**src/source/user_area_pkg.sv**
```systemverilog
// User area package: bus types, region map, FIR register offsets and control word layout
package user_area_pkg;

    // Wishbone data, address and byte select
    typedef logic [31:0] word_t;
    typedef logic [31:0] addr_t;
    typedef logic [3:0]  sel_t;

    // Address bits that pick a region
    localparam int REGION_MSB = 31;
    localparam int REGION_LSB = 20;

    // Region bases, compared against adr[31:20]
    localparam logic [11:0] SRAM_REGION = 12'h380;
    localparam logic [11:0] FIR_REGION  = 12'h300;

    // FIR register offsets within the low 12 address bits
    localparam logic [11:0] OFF_AP_CTRL  = 12'h000;
    localparam logic [11:0] OFF_DATA_LEN = 12'h010;
    localparam logic [11:0] OFF_TAP_BASE = 12'h020;

    // Coefficient registers, one word each
    localparam int NUM_TAPS = 11;

    // Control word fields, bit 0 at the bottom
    typedef struct packed {
        logic [25:0] rsvd_hi;
        logic        y_ready;
        logic        x_ready;
        logic        rsvd3;
        logic        ap_idle;
        logic        ap_done;
        logic        ap_start;
    } ap_ctrl_fields_t;

    // Same 32-bit word as a raw bus value or as fields
    typedef union packed {
        word_t           raw;
        ap_ctrl_fields_t f;
    } ap_ctrl_u;

    // Only ap_start, ap_done and ap_idle are stored
    localparam int AP_CTRL_STORED = 3;

endpackage

```
**src/source/fir_cfg_regs.sv**
```systemverilog
// FIR configuration bank: control, data length and tap registers with a delayed acknowledge
module fir_cfg_regs #(
    parameter int WAIT_CYCLES = 10
) (
    input  logic                  clk,
    input  logic                  rst,
    input  logic                  req_i,
    input  logic                  we_i,
    input  user_area_pkg::addr_t  adr_i,
    input  user_area_pkg::word_t  dat_i,
    output logic                  ack_o,
    output user_area_pkg::word_t  dat_o
);
    import user_area_pkg::*;

    localparam int CNT_W     = $clog2(WAIT_CYCLES + 2);
    localparam int TAP_IDX_W = $clog2(NUM_TAPS);

    logic [11:0]               off;
    logic [11:0]               tap_off;
    logic [TAP_IDX_W-1:0]      tap_idx;
    logic                      ctrl_hit;
    logic                      len_hit;
    logic                      tap_hit;
    logic [AP_CTRL_STORED-1:0] ctrl_q;
    word_t                     len_q;
    word_t                     taps_q [NUM_TAPS];
    ap_ctrl_u                  ctrl_wr;
    ap_ctrl_u                  ctrl_rd;
    word_t                     rd_word;
    word_t                     rd_q;
    logic [CNT_W-1:0]          cnt_q;
    logic                      ack_q;
    logic                      fire;

    // Offset decode on the low 12 bits
    assign off      = adr_i[11:0];
    assign tap_off  = off - OFF_TAP_BASE;
    assign tap_idx  = TAP_IDX_W'(tap_off[11:2]);
    assign ctrl_hit = (off == OFF_AP_CTRL);
    assign len_hit  = (off == OFF_DATA_LEN);
    // Word-aligned and inside the coefficient window
    assign tap_hit  = (off >= OFF_TAP_BASE) && (tap_off[11:2] < 10'(NUM_TAPS))
                      && (tap_off[1:0] == 2'b00);

    // Incoming control word, seen as fields
    assign ctrl_wr.raw = dat_i;

    always_comb begin
        // No datapath, so the stream flags stay low
        ctrl_rd.raw        = '0;
        ctrl_rd.f.ap_start = ctrl_q[0];
        ctrl_rd.f.ap_done  = ctrl_q[1];
        ctrl_rd.f.ap_idle  = ctrl_q[2];
        ctrl_rd.f.x_ready  = 1'b0;
        ctrl_rd.f.y_ready  = 1'b0;
    end

    // Read mux, unmapped offsets give zero
    always_comb begin
        rd_word = '0;
        if (ctrl_hit) begin
            rd_word = ctrl_rd.raw;
        end else if (len_hit) begin
            rd_word = len_q;
        end else if (tap_hit) begin
            rd_word = taps_q[tap_idx];
        end
    end

    assign fire = req_i && !ack_q && (cnt_q == CNT_W'(WAIT_CYCLES));

    // Wait counter, ack pulse and register writes
    always_ff @(posedge clk) begin
        if (rst) begin
            cnt_q  <= '0;
            ack_q  <= 1'b0;
            ctrl_q <= '0;
            len_q  <= '0;
            for (int k = 0; k < NUM_TAPS; k++) begin
                taps_q[k] <= '0;
            end
        end else begin
            ack_q <= 1'b0;
            if (!req_i) begin
                cnt_q <= '0;
            end else if (fire) begin
                cnt_q <= '0;
                ack_q <= 1'b1;
            end else if (!ack_q) begin
                cnt_q <= cnt_q + CNT_W'(1);
            end
            // Writes land at the ack edge
            if (fire && we_i) begin
                if (ctrl_hit) begin
                    ctrl_q <= {ctrl_wr.f.ap_idle, ctrl_wr.f.ap_done, ctrl_wr.f.ap_start};
                end else if (len_hit) begin
                    len_q <= dat_i;
                end else if (tap_hit) begin
                    taps_q[tap_idx] <= dat_i;
                end
            end
        end
    end

    // Read data captured with ack
    always_ff @(posedge clk) begin
        if (fire) begin
            rd_q <= rd_word;
        end
    end

    assign ack_o = ack_q;
    assign dat_o = rd_q;

endmodule

```
**config.mk**
```make
export PLATFORM = sky130hd
export DESIGN_NAME = fir_cfg_regs
export DESIGN_NICKNAME = d
export VERILOG_FILES = /design/src/source/user_area_pkg.sv /design/src/source/fir_cfg_regs.sv
export SDC_FILE = /design/constraint.sdc
export NUM_CORES = 1
export LEC_CHECK = 0
export ABC_AREA = 1
export BUFFER_PORTS_ARGS = -buffer_cell sky130_fd_sc_hd__buf_4
export CORE_AREA = 2 2 225 282
export DETAILED_ROUTE_END_ITERATION = 16
export DIE_AREA = 0 0 227 284
export PLACE_DENSITY_LB_ADDON = 0.15
export SYNTH_ARGS = -nofsm -noshare
export SYNTH_HDL_FRONTEND = slang
export SYNTH_SLANG_ARGS = --single-unit
```
**constraint.sdc**
```tcl
create_clock -name clk -period 7.1 [get_ports clk]
set_clock_uncertainty 0.05 [all_clocks]
set_input_delay 1.775 -clock clk [delete_from_list [all_inputs] [get_ports clk]]
set_output_delay 1.775 -clock clk [all_outputs]
set_load 0.02 [all_outputs]
```
* Word-level counts from Yosys, hierarchy flattened *
Memories as Yosys holds them, arrays and structs flattened.
Index checks and enable logic that the tools add are counted.

storage, ports and cells
  flip-flop bits (word level) = 72
  bits in writable memories = 352
  bits of input ports = 68
  output and inout bits = 33
  memories kept = 1

memory list
  name    words  width  rd ports  clocked after Yosys merged registers in  write ports  RTL line            source
  taps_q  11     32     1         0                                        11           fir_cfg_regs.sv:27  word_t taps_q [NUM_TAPS];

cells by class
  add/sub/neg operators = 2
  magnitude comparators = 2
  equality and inequality tests = 2
  mux-type cells = 15
  bitwise logic cells = 2
  reductions and logical operators = 13

operators by type and width
  cell                                                                count
  2-to-1 mux 32 bit                                                   3
  OR reduction 32 bit                                                 1
  == test 12 x 5 -> 1 bit, second input constant                      1
  greater-or-equal comparator 12 x 6 -> 1 bit, second input constant  1
  logical NOT 12 bit                                                  1
  subtractor 12 x 6 -> 12 bit, second input constant                  1
  < comparator 10 x 4 -> 1 bit, second input constant                 1
  2-to-1 mux 1 bit                                                    10
  logical AND 1 bit                                                   5
  adder 4 x 1 -> 4 bit, second input constant                         1
  == test 4 bit, second input constant                                1
  2-to-1 mux 4 bit                                                    1
  2-to-1 mux 3 bit                                                    1
  AND reduction 3 bit                                                 1
  OR reduction 3 bit                                                  1
  logical NOT 2 bit                                                   1
  NOT 1 bit                                                           2
  AND reduction 2 bit                                                 1
  OR reduction 2 bit                                                  1
  logical NOT 1 bit                                                   1

* Logic depth before layout (Yosys ltp) *
  depth after elaboration = 12
  gate-level depth with buffers = 16
  gate-level depth less buffers = 14

* Least setup slack after synthesis *
No wires, ideal clock.

  path type = input port to flip-flop
  start point = input port req_i
  end point = memory taps_q[8][0] (netlist name) (enable)
  library setup time = 0.466 ns
  arrival = 6.118 ns
  slack = 0.467 ns
  cell stages on the path = 8
  path through = nand3_1 nor2_1 nand2_1 clkinv_1 nand2_2 inv_2 nand2_1 o21ai_0

RTL lines
  item                RTL line            source
  start: declaration  fir_cfg_regs.sv:7   input logic req_i,
  end: declaration    fir_cfg_regs.sv:27

==> flow_summary.toml <==
[global_route]
grt_antenna_before_repair = 1
via_count_of_the_first_global_routing_pass = 17100
grt_first_pass_wirelength_mm = 105
aggregate_global_route_resource_usage_pct = 21.8
grt.overflow.total = 0
grt_start_max_net_pins = 69

[routing]
routed-via-count = 17300
post_drt_wl_per_cell_um = 20.6
firstDrtPassIters = 5
detail_route.iter0.violations = 1350
route.detailed.vias_per_inst = 5.11
drcViolationCount = 0
antenna_left = 0
route.final.wire_length_mm = 69.9

[cts]
cts_tree = "done"
h-tree-depth = 2
cts_buffer_depth = 3
clkSinkCount = 584
cts_buffers = 57
clk_transition_reported_paths_ns = 0.06
clockRootBuffer = "clkbuf_16"
post_cts.repair.setup_buffers = 0
worstSkewPairLatency_ns = 0.61
cts.hold.buffers_added = 0
cts.repair.resized = 0

[synth]
synth_top_family_by_area = "simple AND/OR/NAND/NOR gates"
synthesis.instances = 2312
xor_and_xnor_fraction_of_the_mapped_netlist_area_pct = 0.0715
post_synthesis_average_cell_area_um2 = 10.6
yosys_register_bits = 584
ys_types = 34
ys_warn_count = 0
post_synth_mux_area_share_pct = 0
synth_compound_gate_area_share_pct = 7.24
synth_seq_area_share_pct = 68.7
synth_area_um2 = 24500
post_synth_adder_cell_area_pct = 0.153
synth-simple-area-share_pct = 18.7

[setup_path]
critical_path.n_buffers_inverters = 5
path_cells = "buf_4 > buf_4 > nand2_2 > inv_1 > a31oi_1 > inv_1 > buf_4"
setup.worst_path.start_class = "input pin"
critical_path_peak_fanout = 53
timing.critical_path.required_ns = 7.30
crit_family = "buffers and inverters"
slowest_stage = "buf_4"
criticalPathCategory = "input pin to flip-flop"
cp-end-kind = "flip-flop"
timing.critical_path.mode_cell = "buf_4"
cp_slowest_stage_delay_ns = 0.74
cp_data_arrival_time_ns = 5.09

[layout]
area_growth_pct = 15.9
insertedDiodeCount = 0
layoutNonFillerInstCount = 3391
proportion_of_layout_cells_with_a_drive_suffix_above_1_pct = 10.6
nets = 2581
final_design_area_no_fill_um2 = 28400

[placed_design]
place.detailed.hpwl_mm = 40.7
placedCellCount = 3283
port-buffer-count = 80
gp_congestion = 0.808
cell_area_after_placement_um2 = 26500
preCtsSetupSlack_ns = 1.54

[timing]
timing.final.max_slew_violations = 0
finalCritPeriodShare_pct = 68.9
finalSetupViolations = 0
timing.setup.tns_ns = 0
hold_violation_total_from_the_final_report = 0
worst_slew_margin_rel_pct = 23.3
max_freq_mhz = 204
final.setup.worst_slack_ns = 2.21
max_slew.worst_pin.slew_ns = 1.15
grt_setup_unrepaired = "no"
final.min_clock_period_ns = 4.89

[floorplanning]
num_io_pins = 101
core_area_um2 = 61800
design.die.area_um2 = 64500
die-width_um = 227
die-height_um = 284
fp-row-count = 102
starting_density_of_the_core_pct = 39.6

[power_and_ir_drop]
intPower_uw = 5620
power_frac_clock_pct = 41.6
power.switching_uw = 1620
switching_share_pct = 22.3
cellPowerDensity_nw_per_um2 = 255
sequentialPowerShare_pct = 53.0
power_leakage_uw = 0.0106
max-vdd-ir-drop_mv = 0.197
share_comb_of_total_power_pct = 5.4

[job]
drv_cap = 0

[worst_hold_path]
classification_of_the_worst_slack_hold_path = "flip-flop to flip-flop"

[outcome]
run_status = "complete, no violations"
through the flow:
step | hold WS, ns | power (µW) | utilization, %
3_3_place_gp | 0.402 | 4290 | 43.0
4_1_cts | 0.417 | 7290 | 45.9
2_1_floorplan | 0.391 | 4130 | -
6_report | 0.415 | 7240 | 45.9
5_1_grt | 0.444 | 7450 | 45.9
3_5_place_dp | 0.408 | 4300 | 43.0
final cells by class:
type,count,area [µm²]
Fill cell,5856,33400
Clock buffer,79,1590
Clock inverter,29,244
Multi-Input combinational cell,1572,7050
Sequential cell,584,16800
Timing Repair Buffer,128,1010
Tap cell,832,1040
Inverter,167,627
cell usage in the layout (no fill, tap or decap), drive strengths merged, types with 51 or more instances in the layout:
cell type / netlist / routed
o21ai: 169 / 169
nand2: 481 / 481
o221ai: 51 / 51
inv: 166 / 167
nand3: 175 / 175
dfxtp: 72 / 72
nor2: 415 / 415
clkbuf: 79 / 79
conb: 1 / 160
edfxtp: 512 / 512
buf: 69 / 128
worst reg2reg max path, cell delays in order (launching register included):
cell	delay, ns
dfxtp_1	0.34
inv_1	0.08
ha_1	0.14
nand3_1	0.12
nor2_4	0.12
nand2_1	0.16
clkinv_1	0.09
nand2_2	0.16
inv_2	0.08
nand2_1	0.12
nor2_2	0.47
nand4_1	0.20
nand2_1	0.72
buf_12	0.27
cells in the mapped netlist (all sizes together):
master	number	area [µm²]
nor3	17	85.1
xnor2	1	8.76
ha	3	37.5
nand2	481	1820
o22ai	34	213
a21boi	2	15.0
xor2	1	8.76
o21bai	1	7.51
clkinv	1	3.75
buf	69	337
a22oi	5	37.5
o221ai	51	447
clkbuf	79	297
a21oi	36	180
a31oi	1	6.26
nand4	16	131
nor2	415	1670
conb	1	3.75
dfxtp	72	1440
nand3b	1	7.51
inv	166	623
o21ai	169	846
nand3	175	876
edfxtp	512	15400
o211ai	3	22.5
state kept, by name, indices dropped and copies added (netlist names):
| register | cells |
|---|---|
| dat_o | 32 |
| len_q | 32 |
| cnt_q | 4 |
| ctrl_q | 3 |
| taps_q | 512 |
| ack_o | 1 |
power groups by stage:
stage / logic (µW) / registers [µW] / clock network (µW)
4_1_cts: 389 / 3840 / 3060
6_report: 389 / 3840 / 3010
5_1_grt: 428 / 3840 / 3180
3_3_place_gp: 387 / 3900 / 0
2_1_floorplan: 228 / 3900 / 0
3_5_place_dp: 388 / 3910 / 0
routing by layer:
metal	routed length (µm)	vias to the layer above	GRT usage (%)	part of all wire [%]
li1	-	8139	-	-
met1	29900	8562	28.9	43
met2	34600	521	37.9	50
met3	3910	93	2.68	5.6
met4	1480	0	5.60	2.1
met5	0	-	0	0
cells by family (layout without fill, tap and decap cells):
| family | Yosys count | in the layout |
|---|---|---|
| and+or+nand+nor | 1105 | 1105 |
| DFF | 584 | 584 |
| buffers and inverters | 315 | 403 |
| AOI/OAI and AO/OA | 302 | 302 |
| adders and majority gates | 3 | 3 |
| xor gates and xnor gates | 2 | 2 |
| other | 1 | 160 |
worst paths after layout:
kind | slack [ns] | start | endpoint | cells after the start
max | 2.21 | adr_i[2] | taps_q[9][19] | 7
min | 0.42 | taps_q[10][16] | taps_q[10][16] | 2
max reg2reg | 3.63 | cnt_q[0] | taps_q[3][0] | 13
min reg2reg | 0.42 | taps_q[10][16] | taps_q[10][16] | 2
Power figures use the tool's default switching activity.
