`config.mk`:
```
export PLATFORM = sky130hd
export DESIGN_NAME = region_decoder
export DESIGN_NICKNAME = d
export VERILOG_FILES = /design/src/source/user_area_pkg.sv /design/src/source/region_decoder.sv
export SDC_FILE = /design/constraint.sdc
export NUM_CORES = 1
export LEC_CHECK = 0
export ABC_AREA = 1
export BUFFER_PORTS_ARGS = -buffer_cell sky130_fd_sc_hd__buf_2
export CAP_MARGIN = 20
export CORE_MARGIN = 3
export CORE_UTILIZATION = 26
export DETAILED_ROUTE_END_ITERATION = 7
export PLACE_DENSITY = 0.82
export SYNTH_ARGS = -nofsm -noshare
export SYNTH_HDL_FRONTEND = slang
export SYNTH_SLANG_ARGS = --single-unit
```
`constraint.sdc`:
```
create_clock -name vclk -period 0.8
set_clock_uncertainty 0.05 [all_clocks]
set_input_delay 0 -clock vclk [all_inputs]
set_output_delay 0 -clock vclk [all_outputs]
set_load 0.02 [all_outputs]
```
`src/source/user_area_pkg.sv`:
```
// User area package: bus types, region map, FIR register offsets and control word layout
package user_area_pkg;

    // Wishbone data, address and byte select
    typedef logic [31:0] word_t;
    typedef logic [31:0] addr_t;
    typedef logic [3:0]  sel_t;

    // Address bits that pick a region
    localparam int REGION_MSB = 31;
    localparam int REGION_LSB = 20;

    // Region bases, compared against adr[31:20]
    localparam logic [11:0] SRAM_REGION = 12'h380;
    localparam logic [11:0] FIR_REGION  = 12'h300;

    // FIR register offsets within the low 12 address bits
    localparam logic [11:0] OFF_AP_CTRL  = 12'h000;
    localparam logic [11:0] OFF_DATA_LEN = 12'h010;
    localparam logic [11:0] OFF_TAP_BASE = 12'h020;

    // Coefficient registers, one word each
    localparam int NUM_TAPS = 11;

    // Control word fields, bit 0 at the bottom
    typedef struct packed {
        logic [25:0] rsvd_hi;
        logic        y_ready;
        logic        x_ready;
        logic        rsvd3;
        logic        ap_idle;
        logic        ap_done;
        logic        ap_start;
    } ap_ctrl_fields_t;

    // Same 32-bit word as a raw bus value or as fields
    typedef union packed {
        word_t           raw;
        ap_ctrl_fields_t f;
    } ap_ctrl_u;

    // Only ap_start, ap_done and ap_idle are stored
    localparam int AP_CTRL_STORED = 3;

endpackage

```
`src/source/region_decoder.sv`:
```
// Region decoder: steers the bus request to one target and muxes its response back
module region_decoder (
    input  logic                  stb_i,
    input  logic                  cyc_i,
    input  user_area_pkg::addr_t  adr_i,
    output logic                  sram_req_o,
    output logic                  cfg_req_o,
    input  logic                  sram_ack_i,
    input  logic                  cfg_ack_i,
    input  user_area_pkg::word_t  sram_dat_i,
    input  user_area_pkg::word_t  cfg_dat_i,
    output logic                  ack_o,
    output user_area_pkg::word_t  dat_o
);
    import user_area_pkg::*;

    // Top address field
    logic [REGION_MSB-REGION_LSB:0] region;
    logic                           sram_hit;
    logic                           cfg_hit;
    logic                           bus_req;

    assign region = adr_i[REGION_MSB:REGION_LSB];

    // Bases differ, so at most one hit
    assign sram_hit = (region == SRAM_REGION);
    assign cfg_hit  = (region == FIR_REGION);

    // Valid Wishbone cycle
    assign bus_req = cyc_i && stb_i;

    always_comb begin
        // Unmapped space: no request, no ack, zero data
        sram_req_o = 1'b0;
        cfg_req_o  = 1'b0;
        ack_o      = 1'b0;
        dat_o      = '0;
        if (sram_hit) begin
            sram_req_o = bus_req;
            ack_o      = sram_ack_i;
            dat_o      = sram_dat_i;
        end else if (cfg_hit) begin
            cfg_req_o = bus_req;
            ack_o     = cfg_ack_i;
            dat_o     = cfg_dat_i;
        end
    end

endmodule

```
# Word-level counts from Yosys, hierarchy flattened
# Cells that the tools add are included.
[totals] word_cells=10 input_bits=100 output_inout_bits=35 regBits=0
[classes] eq_ne=2 mux=7 n_reduce_logical=1
[ops] cell="2-to-1 mux 32 bit" n=2
[ops] cell="== test 12 x 10 -> 1 bit, second input constant" n=2
[ops] cell="2-to-1 mux 1 bit" n=5
[ops] cell="logical AND 1 bit" n=1

# Logic depth before layout (Yosys ltp)
# Gate-level depths: netlist of run 1.
[depth] depth_word=3 mapped_depth=8 mapped_depth_nobuf=6

# Worst setup path before layout of run 1
# No wires, ideal clock.
[synth_timing] path_kind="input-to-output" startpoint="input port adr_i[25]" endpoint="output port sram_req_o" slack_ps=-94 path_buffers=1 required_time_ps=750 arrival_ps=844 path_stages=6 cell_sequence="nor2_2 nand2_2 nor2_4 buf_6 nand2_1 nor2_1"
[synth_between] elab_chain_len=2
[synth_rtl] element="start, declared" line="region_decoder.sv:5" rtl="input user_area_pkg::addr_t adr_i,"
[synth_rtl] element="== test 12 x 10 -> 1 bit" line="region_decoder.sv:26" rtl="assign sram_hit = (region == SRAM_REGION);"
[synth_rtl] element="2-to-1 mux 1 bit" line="region_decoder.sv:38" rtl="if (sram_hit) begin"
[synth_rtl] element="end, declared" line="region_decoder.sv:6" rtl="output logic sram_req_o,"
# Every way passes these cells.

# Worst setup path in the final report of run 1
[layout_timing] startpoint="input port adr_i[21]" endpoint="output port dat_o[13]"
[layout_between] elab_chain_len=3 word_cells_on_any_way=4 classes_between="2 x eq/ne; 2 x mux"
[layout_rtl] element="== test 12 x 10 -> 1 bit" line="region_decoder.sv:27" rtl="assign cfg_hit = (region == FIR_REGION);"
[layout_rtl] element="2-to-1 mux 32 bit" line="region_decoder.sv:42" rtl="end else if (cfg_hit) begin"
[layout_rtl] element="2-to-1 mux 32 bit *" line="region_decoder.sv:38"
[layout_rtl] element="end, declared" line="region_decoder.sv:13" rtl="output user_area_pkg::word_t dat_o"
# Mark *: on every way between the ends. The rest lies on a longest branch, timed or not.

==> results.ini, run 1 <==
[pwr]
p_sw_share_pct = 45.52
power.internal_mw = 0.2137
power.switching_mw = 0.1786
p_leak_nw = 0.9999
pwr-share-clk_pct = 0
ir_drop_v = 0.0002235
pwr-share-seq_pct = 0
powerDensity_mw_per_mm2 = 179.6
p_comb_share_pct = 100.0
power_mw = 0.3923

[global_route]
overflow = 0
grt_usage_pct = 18.43
grt_max_degree = 35
grt_pass1_wl_um = 5354
antenna_found_initial = 0
grt_pass1_vias = 1284

[timing]
worst_pin_slew_ns = 0.2396
fmax_ghz = 0.9433
hold_viol_final = 0
max_slew_margin_pct = 83.99
grt_setup_unrepaired = yes
report.final.slew_viol_count = 0
fin_crit_ns = 1.060
post-route-period-util_pct = 132.5
worst_slack_ns = -0.2601
finalSetupViolations = 35

[die]
boundaryPins = 135
die-area_mm2 = 0.003643
core_area_mm2 = 0.002781
fp-row-count = 19
start_util_pct = 27.62
die-height_um = 60.36
die_w_um = 60.36

[setup_path]
worstPathCellList = buf_6 -> nor2_4 -> nand2_2 -> nor2_4 -> buf_6 -> buf_16 -> nand3_2 -> nand2_4 -> buf_4
crit_buf_inv = 4
crit_path_start_kind = input pin
cp.required_ns = 0.75
path_max_fanout = 8
max_stage_delay_ns = 0.16
arrival_ns = 1.01
crit_path_end_kind = output pin
slowest_stage = nor2_4
worstSetupPathType = input pin to output pin
cp_top_family = buffers and inverters

[placed_design]
hpwl_um = 2426
routabilityCongestion = 0.7292
dp_slack_ns = -0.3069
port_buffers = 115
placed_cell_area_mm2 = 0.001520

[detailed_routing]
num_vias = 1411
via_per_inst = 5.057
firstDrtPassIters = 4
drt-initial-drc-count = 48
antenna_left = 0
wirelength_um = 4021
drc = 0
avgRoutedWirePerCell_um = 14.41

[cells_and_area]
n_clock_buffer = 0
syn_to_final_growth_pct = 184.4
regArea_um2 = 0
n_antenna_cell = 0
final_area_mm2 = 0.002185
fin_nets = 350
seq_cell_count = 0
post-route-util_pct = 78.54
drive_above_1_share_pct = 87.50

[synthesis]
syn_nets = 231
synth_cell_type_count = 13
yosysTopAreaCellShare_pct = 29.97
synthTopCellsByArea = nand3_1 (30%), nand3_2 (26%), nand2_1 (19%)
ys_seq_area_share_pct = 0
synth.yosys.warnings = 0
syn_area_um2 = 768.2
yosysTopAreaCell = nand3_1
netlist_instances = 131
syn_avg_cell_area_um2 = 5.864

[hold_path]
worstHoldPathType = input pin to output pin

[outcome]
status = finished, violations left
violations = setup timing

[job]
max_cap_violations = 0

worst paths after layout:
kind,cells past startpoint,endpoint,from,slack [ns]
max,9,dat_o[13],adr_i[21],-0.26
min,4,dat_o[8],sram_dat_i[8],0.26
synthesized netlist by cell type:
master,count
nor2_1,5
nand3_2,20
inv_1,2
buf_12,2
nand3_1,46
inv_2,1
nand2_1,39
buf_6,2
nor2_2,1
buf_2,6
nor2_4,3
nand2_2,1
buf_4,3
cells in the final DEF (no fill, tap or decap), drive strengths merged:
cell type and n:
inv 3, nor2 9, nand3 66, nand2 40, buf 127, clkbuf 3
timing repair:
action                                 CTS  global route
cloned                                   3             4
setup buffers                            2             0
pin swaps                                1             9
resized for setup                       74            46
setup endpoints to repair               35            35
endpoints found under the hold margin    0             0
hold buffers                             0             0
stage by stage:
step	hold WS, ns	TNS (ns)	cells
6_report	0.2640	-8.014	279
5_1_grt	0.2759	-10.11	279
2_1_floorplan	0.07977	-0.01638	131
3_3_place_gp	0.2881	-8.367	270
3_5_place_dp	0.2872	-9.111	270
4_1_cts	0.2679	-7.913	275
kinds of logic after synthesis:
group | share of synthesized area, %
and+or+nand+nor | 83.55
buffers and inverters | 16.45
cell type report:
type / count / area [µm²]
repair buffers: 130 / 1115
fillers: 201 / 596.8
inverters: 3 / 11.26
well taps: 31 / 38.79
multi-input cells: 115 / 1020
per-layer routing:
layer | track usage, % | vias up | routed length, µm | part of all wire, %
li1 | - | 688 | - | -
met1 | 19.09 | 651 | 1302 | 32
met2 | 40.74 | 68 | 2352 | 58
met3 | 1.064 | 4 | 331 | 8.2
met4 | 0.9494 | 0 | 34 | 0.85
met5 | 0 | - | 0 | 0
power by group through the flow:
| stage | Clock (mW) | Combinational, mW | Sequential (mW) |
|---|---|---|---|
| after floorplan | 0 | 0.0649 | 0 |
| after global placement | 0 | 0.282 | 0 |
| after detailed placement | 0 | 0.288 | 0 |
| after CTS | 0 | 0.312 | 0 |
| after global routing | 0 | 0.419 | 0 |
| final | 0 | 0.392 | 0 |
worst min-delay path: cells and delay by family:
kind / cells / cell delay, ns
AND/OR/NAND/NOR: 2 / 0.13
buffers and inverters: 2 / 0.19
No activity file was read; power rests on OpenSTA's default activity.
==> inputs of run 2 (changes only) <==
- MAX_ROUTING_LAYER: default -> met4
==> results.ini, run 2 (synthesized netlist as in run 1, its figures left out) <==
[setup_path]
crit_start = adr_i[24]
cp.depth = 8  ; -1
slowest_stage = nor2_4
crit_buf_inv = 3  ; -1
cp.required_ns = 0.75  ; about the same
worstSetupPathType = input pin to output pin
arrival_ns = 1.02  ; about the same
setup.worst_path.end = dat_o[13]
path_max_fanout = 15  ; +7
worstPathCellList = buf_2 -> nor2_4 -> nand2_4 -> nor2_4 -> buf_12 -> nand3_2 -> nand2_4 -> buf_4
crit_path_end_kind = output pin
cp_top_family = simple AND/OR/NAND/NOR gates
crit_path_start_kind = input pin
max_stage_delay_ns = 0.21  ; +0.05 ns

[global_route]
gr-usage-met2_pct = 40.74  ; unchanged
grt_max_degree = 35  ; unchanged
grt_usage_pct = 19.01  ; +0.58 points
overflow = 0  ; unchanged
antenna_found_initial = 0  ; unchanged
busiest_layer = met2
met3_usage_pct = 0.4255  ; -0.64 points
grt_pass1_vias = 1284  ; unchanged
grt_util_met1_pct = 19.47  ; +0.38 points
grt_pass1_wl_um = 5354  ; unchanged

[detailed_routing]
antenna_left = 0  ; unchanged
num_vias = 1409  ; -0.14%
avgRoutedWirePerCell_um = 14.49  ; +0.57%
drc = 0  ; unchanged
wirelength_um = 4044  ; +0.57%
drt-initial-drc-count = 55  ; +15%
via_per_inst = 5.050  ; -0.14%
firstDrtPassIters = 4  ; unchanged

[outcome]
status = finished, violations left
violations = setup timing

[placed_design]
placed_cell_area_mm2 = 0.001520  ; unchanged
port_buffers = 115  ; unchanged
routabilityCongestion = 0.7380  ; +1.2%
hpwl_um = 2426  ; unchanged

[cells_and_area]
n_clock_buffer = 0  ; unchanged
fin_nets = 350  ; unchanged
seq_cell_count = 0  ; unchanged
regArea_um2 = 0  ; unchanged
drive_above_1_share_pct = 87.10  ; -0.40 points
n_antenna_cell = 0  ; unchanged
final_area_mm2 = 0.002168  ; -0.74%
mostFrequentLayoutCells = buf_2 (72), buf_6 (34), nand3_2 (28)
syn_to_final_growth_pct = 182.2
layout_commonest_cell = buf_2

[timing]
fmax_ghz = 0.9309  ; -1.3%
fin_hold_ws_ns = 0.2650  ; +0.0009950 ns
grt_setup_unrepaired = yes
finalSetupViolations = 35  ; unchanged
report.final.slew_viol_count = 0  ; unchanged
worst_slack_ns = -0.2743  ; -0.01419 ns
post-route-period-util_pct = 134.3  ; +1.8 points
fin_crit_ns = 1.074  ; +0.01419 ns
max_slew_margin_pct = 84.08  ; +0.090 points
hold_viol_final = 0  ; unchanged
worst_pin_slew_ns = 0.2383  ; -0.001343 ns

[die]
die-area_mm2 = 0.003643  ; unchanged
fp-row-count = 19  ; unchanged
die-height_um = 60.36  ; unchanged
die_w_um = 60.36  ; unchanged
start_util_pct = 27.62  ; unchanged
boundaryPins = 135  ; unchanged
core_area_mm2 = 0.002781  ; unchanged

[pwr]
p_comb_share_pct = 100.0  ; about the same
pwr-share-clk_pct = 0  ; unchanged
powerDensity_mw_per_mm2 = 179.9  ; +0.17%
power.internal_mw = 0.2135  ; about the same
ir_drop_v = 0.0002138  ; -4.3%
power.switching_mw = 0.1765  ; -1.1%
p_sw_share_pct = 45.26  ; -0.26 points
pwr-share-seq_pct = 0  ; unchanged
p_leak_nw = 0.9991  ; about the same

[hold_path]
worstHoldPathType = input pin to output pin

[job]
max_cap_violations = 0  ; unchanged

## run 2: worst min-delay path, cell delays in order
cell and delay (ns):
buf_2 0.08, nand3_2 0.07, nand2_2 0.06, buf_6 0.11
## run 2: worst min path at each step
stage               slack, ns      startpoint  cells after the start   endpoint
floorplan                0.08  sram_dat_i[10]                      2  dat_o[10]
global placement         0.29  sram_dat_i[31]                      4  dat_o[31]
detailed placement       0.29      sram_ack_i                      4      ack_o
CTS                      0.27   sram_dat_i[8]                      4   dat_o[8]
global route             0.28   sram_dat_i[8]                      4   dat_o[8]
finish                   0.27   sram_dat_i[8]                      4   dat_o[8]
## run 2: final cells by class
class | instances | area [µm²]
Tap cell | 31 | 38.79
Multi-Input combinational cell | 115 | 1007
Fill cell | 203 | 613.1
Inverter | 3 | 11.26
Timing Repair Buffer | 130 | 1111
## run 2: timing repair
action	in CTS	in global routing
pin swaps	1	9
setup endpoints to repair	35	35
cloned	3	4
hold buffers	0	0
gates resized for setup	74	43
buffers inserted	2	0
## run 2: metal layers
metal | vias up | share of wire, %
li1 | 685 | -
met1 | 655 | 34
met2 | 67 | 57
met3 | 2 | 8.5
met4 | 0 | 0.35
met5 | - | 0
## run 2: through the flow
stage                     setup WS [ns]  power, mW  setup TNS (ns)  util (%)  std cells
after floorplan                -0.01638    0.06495        -0.01638         -        131
after detailed placement        -0.3069     0.2880          -9.111     54.66        270
final                           -0.2743     0.3900          -8.008     77.96        279
after global routing            -0.3311     0.4152          -10.13     77.96        279
after global placement          -0.2786     0.2816          -8.367     54.66        270
after CTS                       -0.2824     0.3125          -7.913     67.16        275
## run 2: power groups by stage
stage	logic [mW]	clock network, mW	registers, mW
CTS	0.312	0	0
global placement	0.282	0	0
global route	0.415	0	0
detailed placement	0.288	0	0
floorplan	0.0649	0	0
finish	0.390	0	0
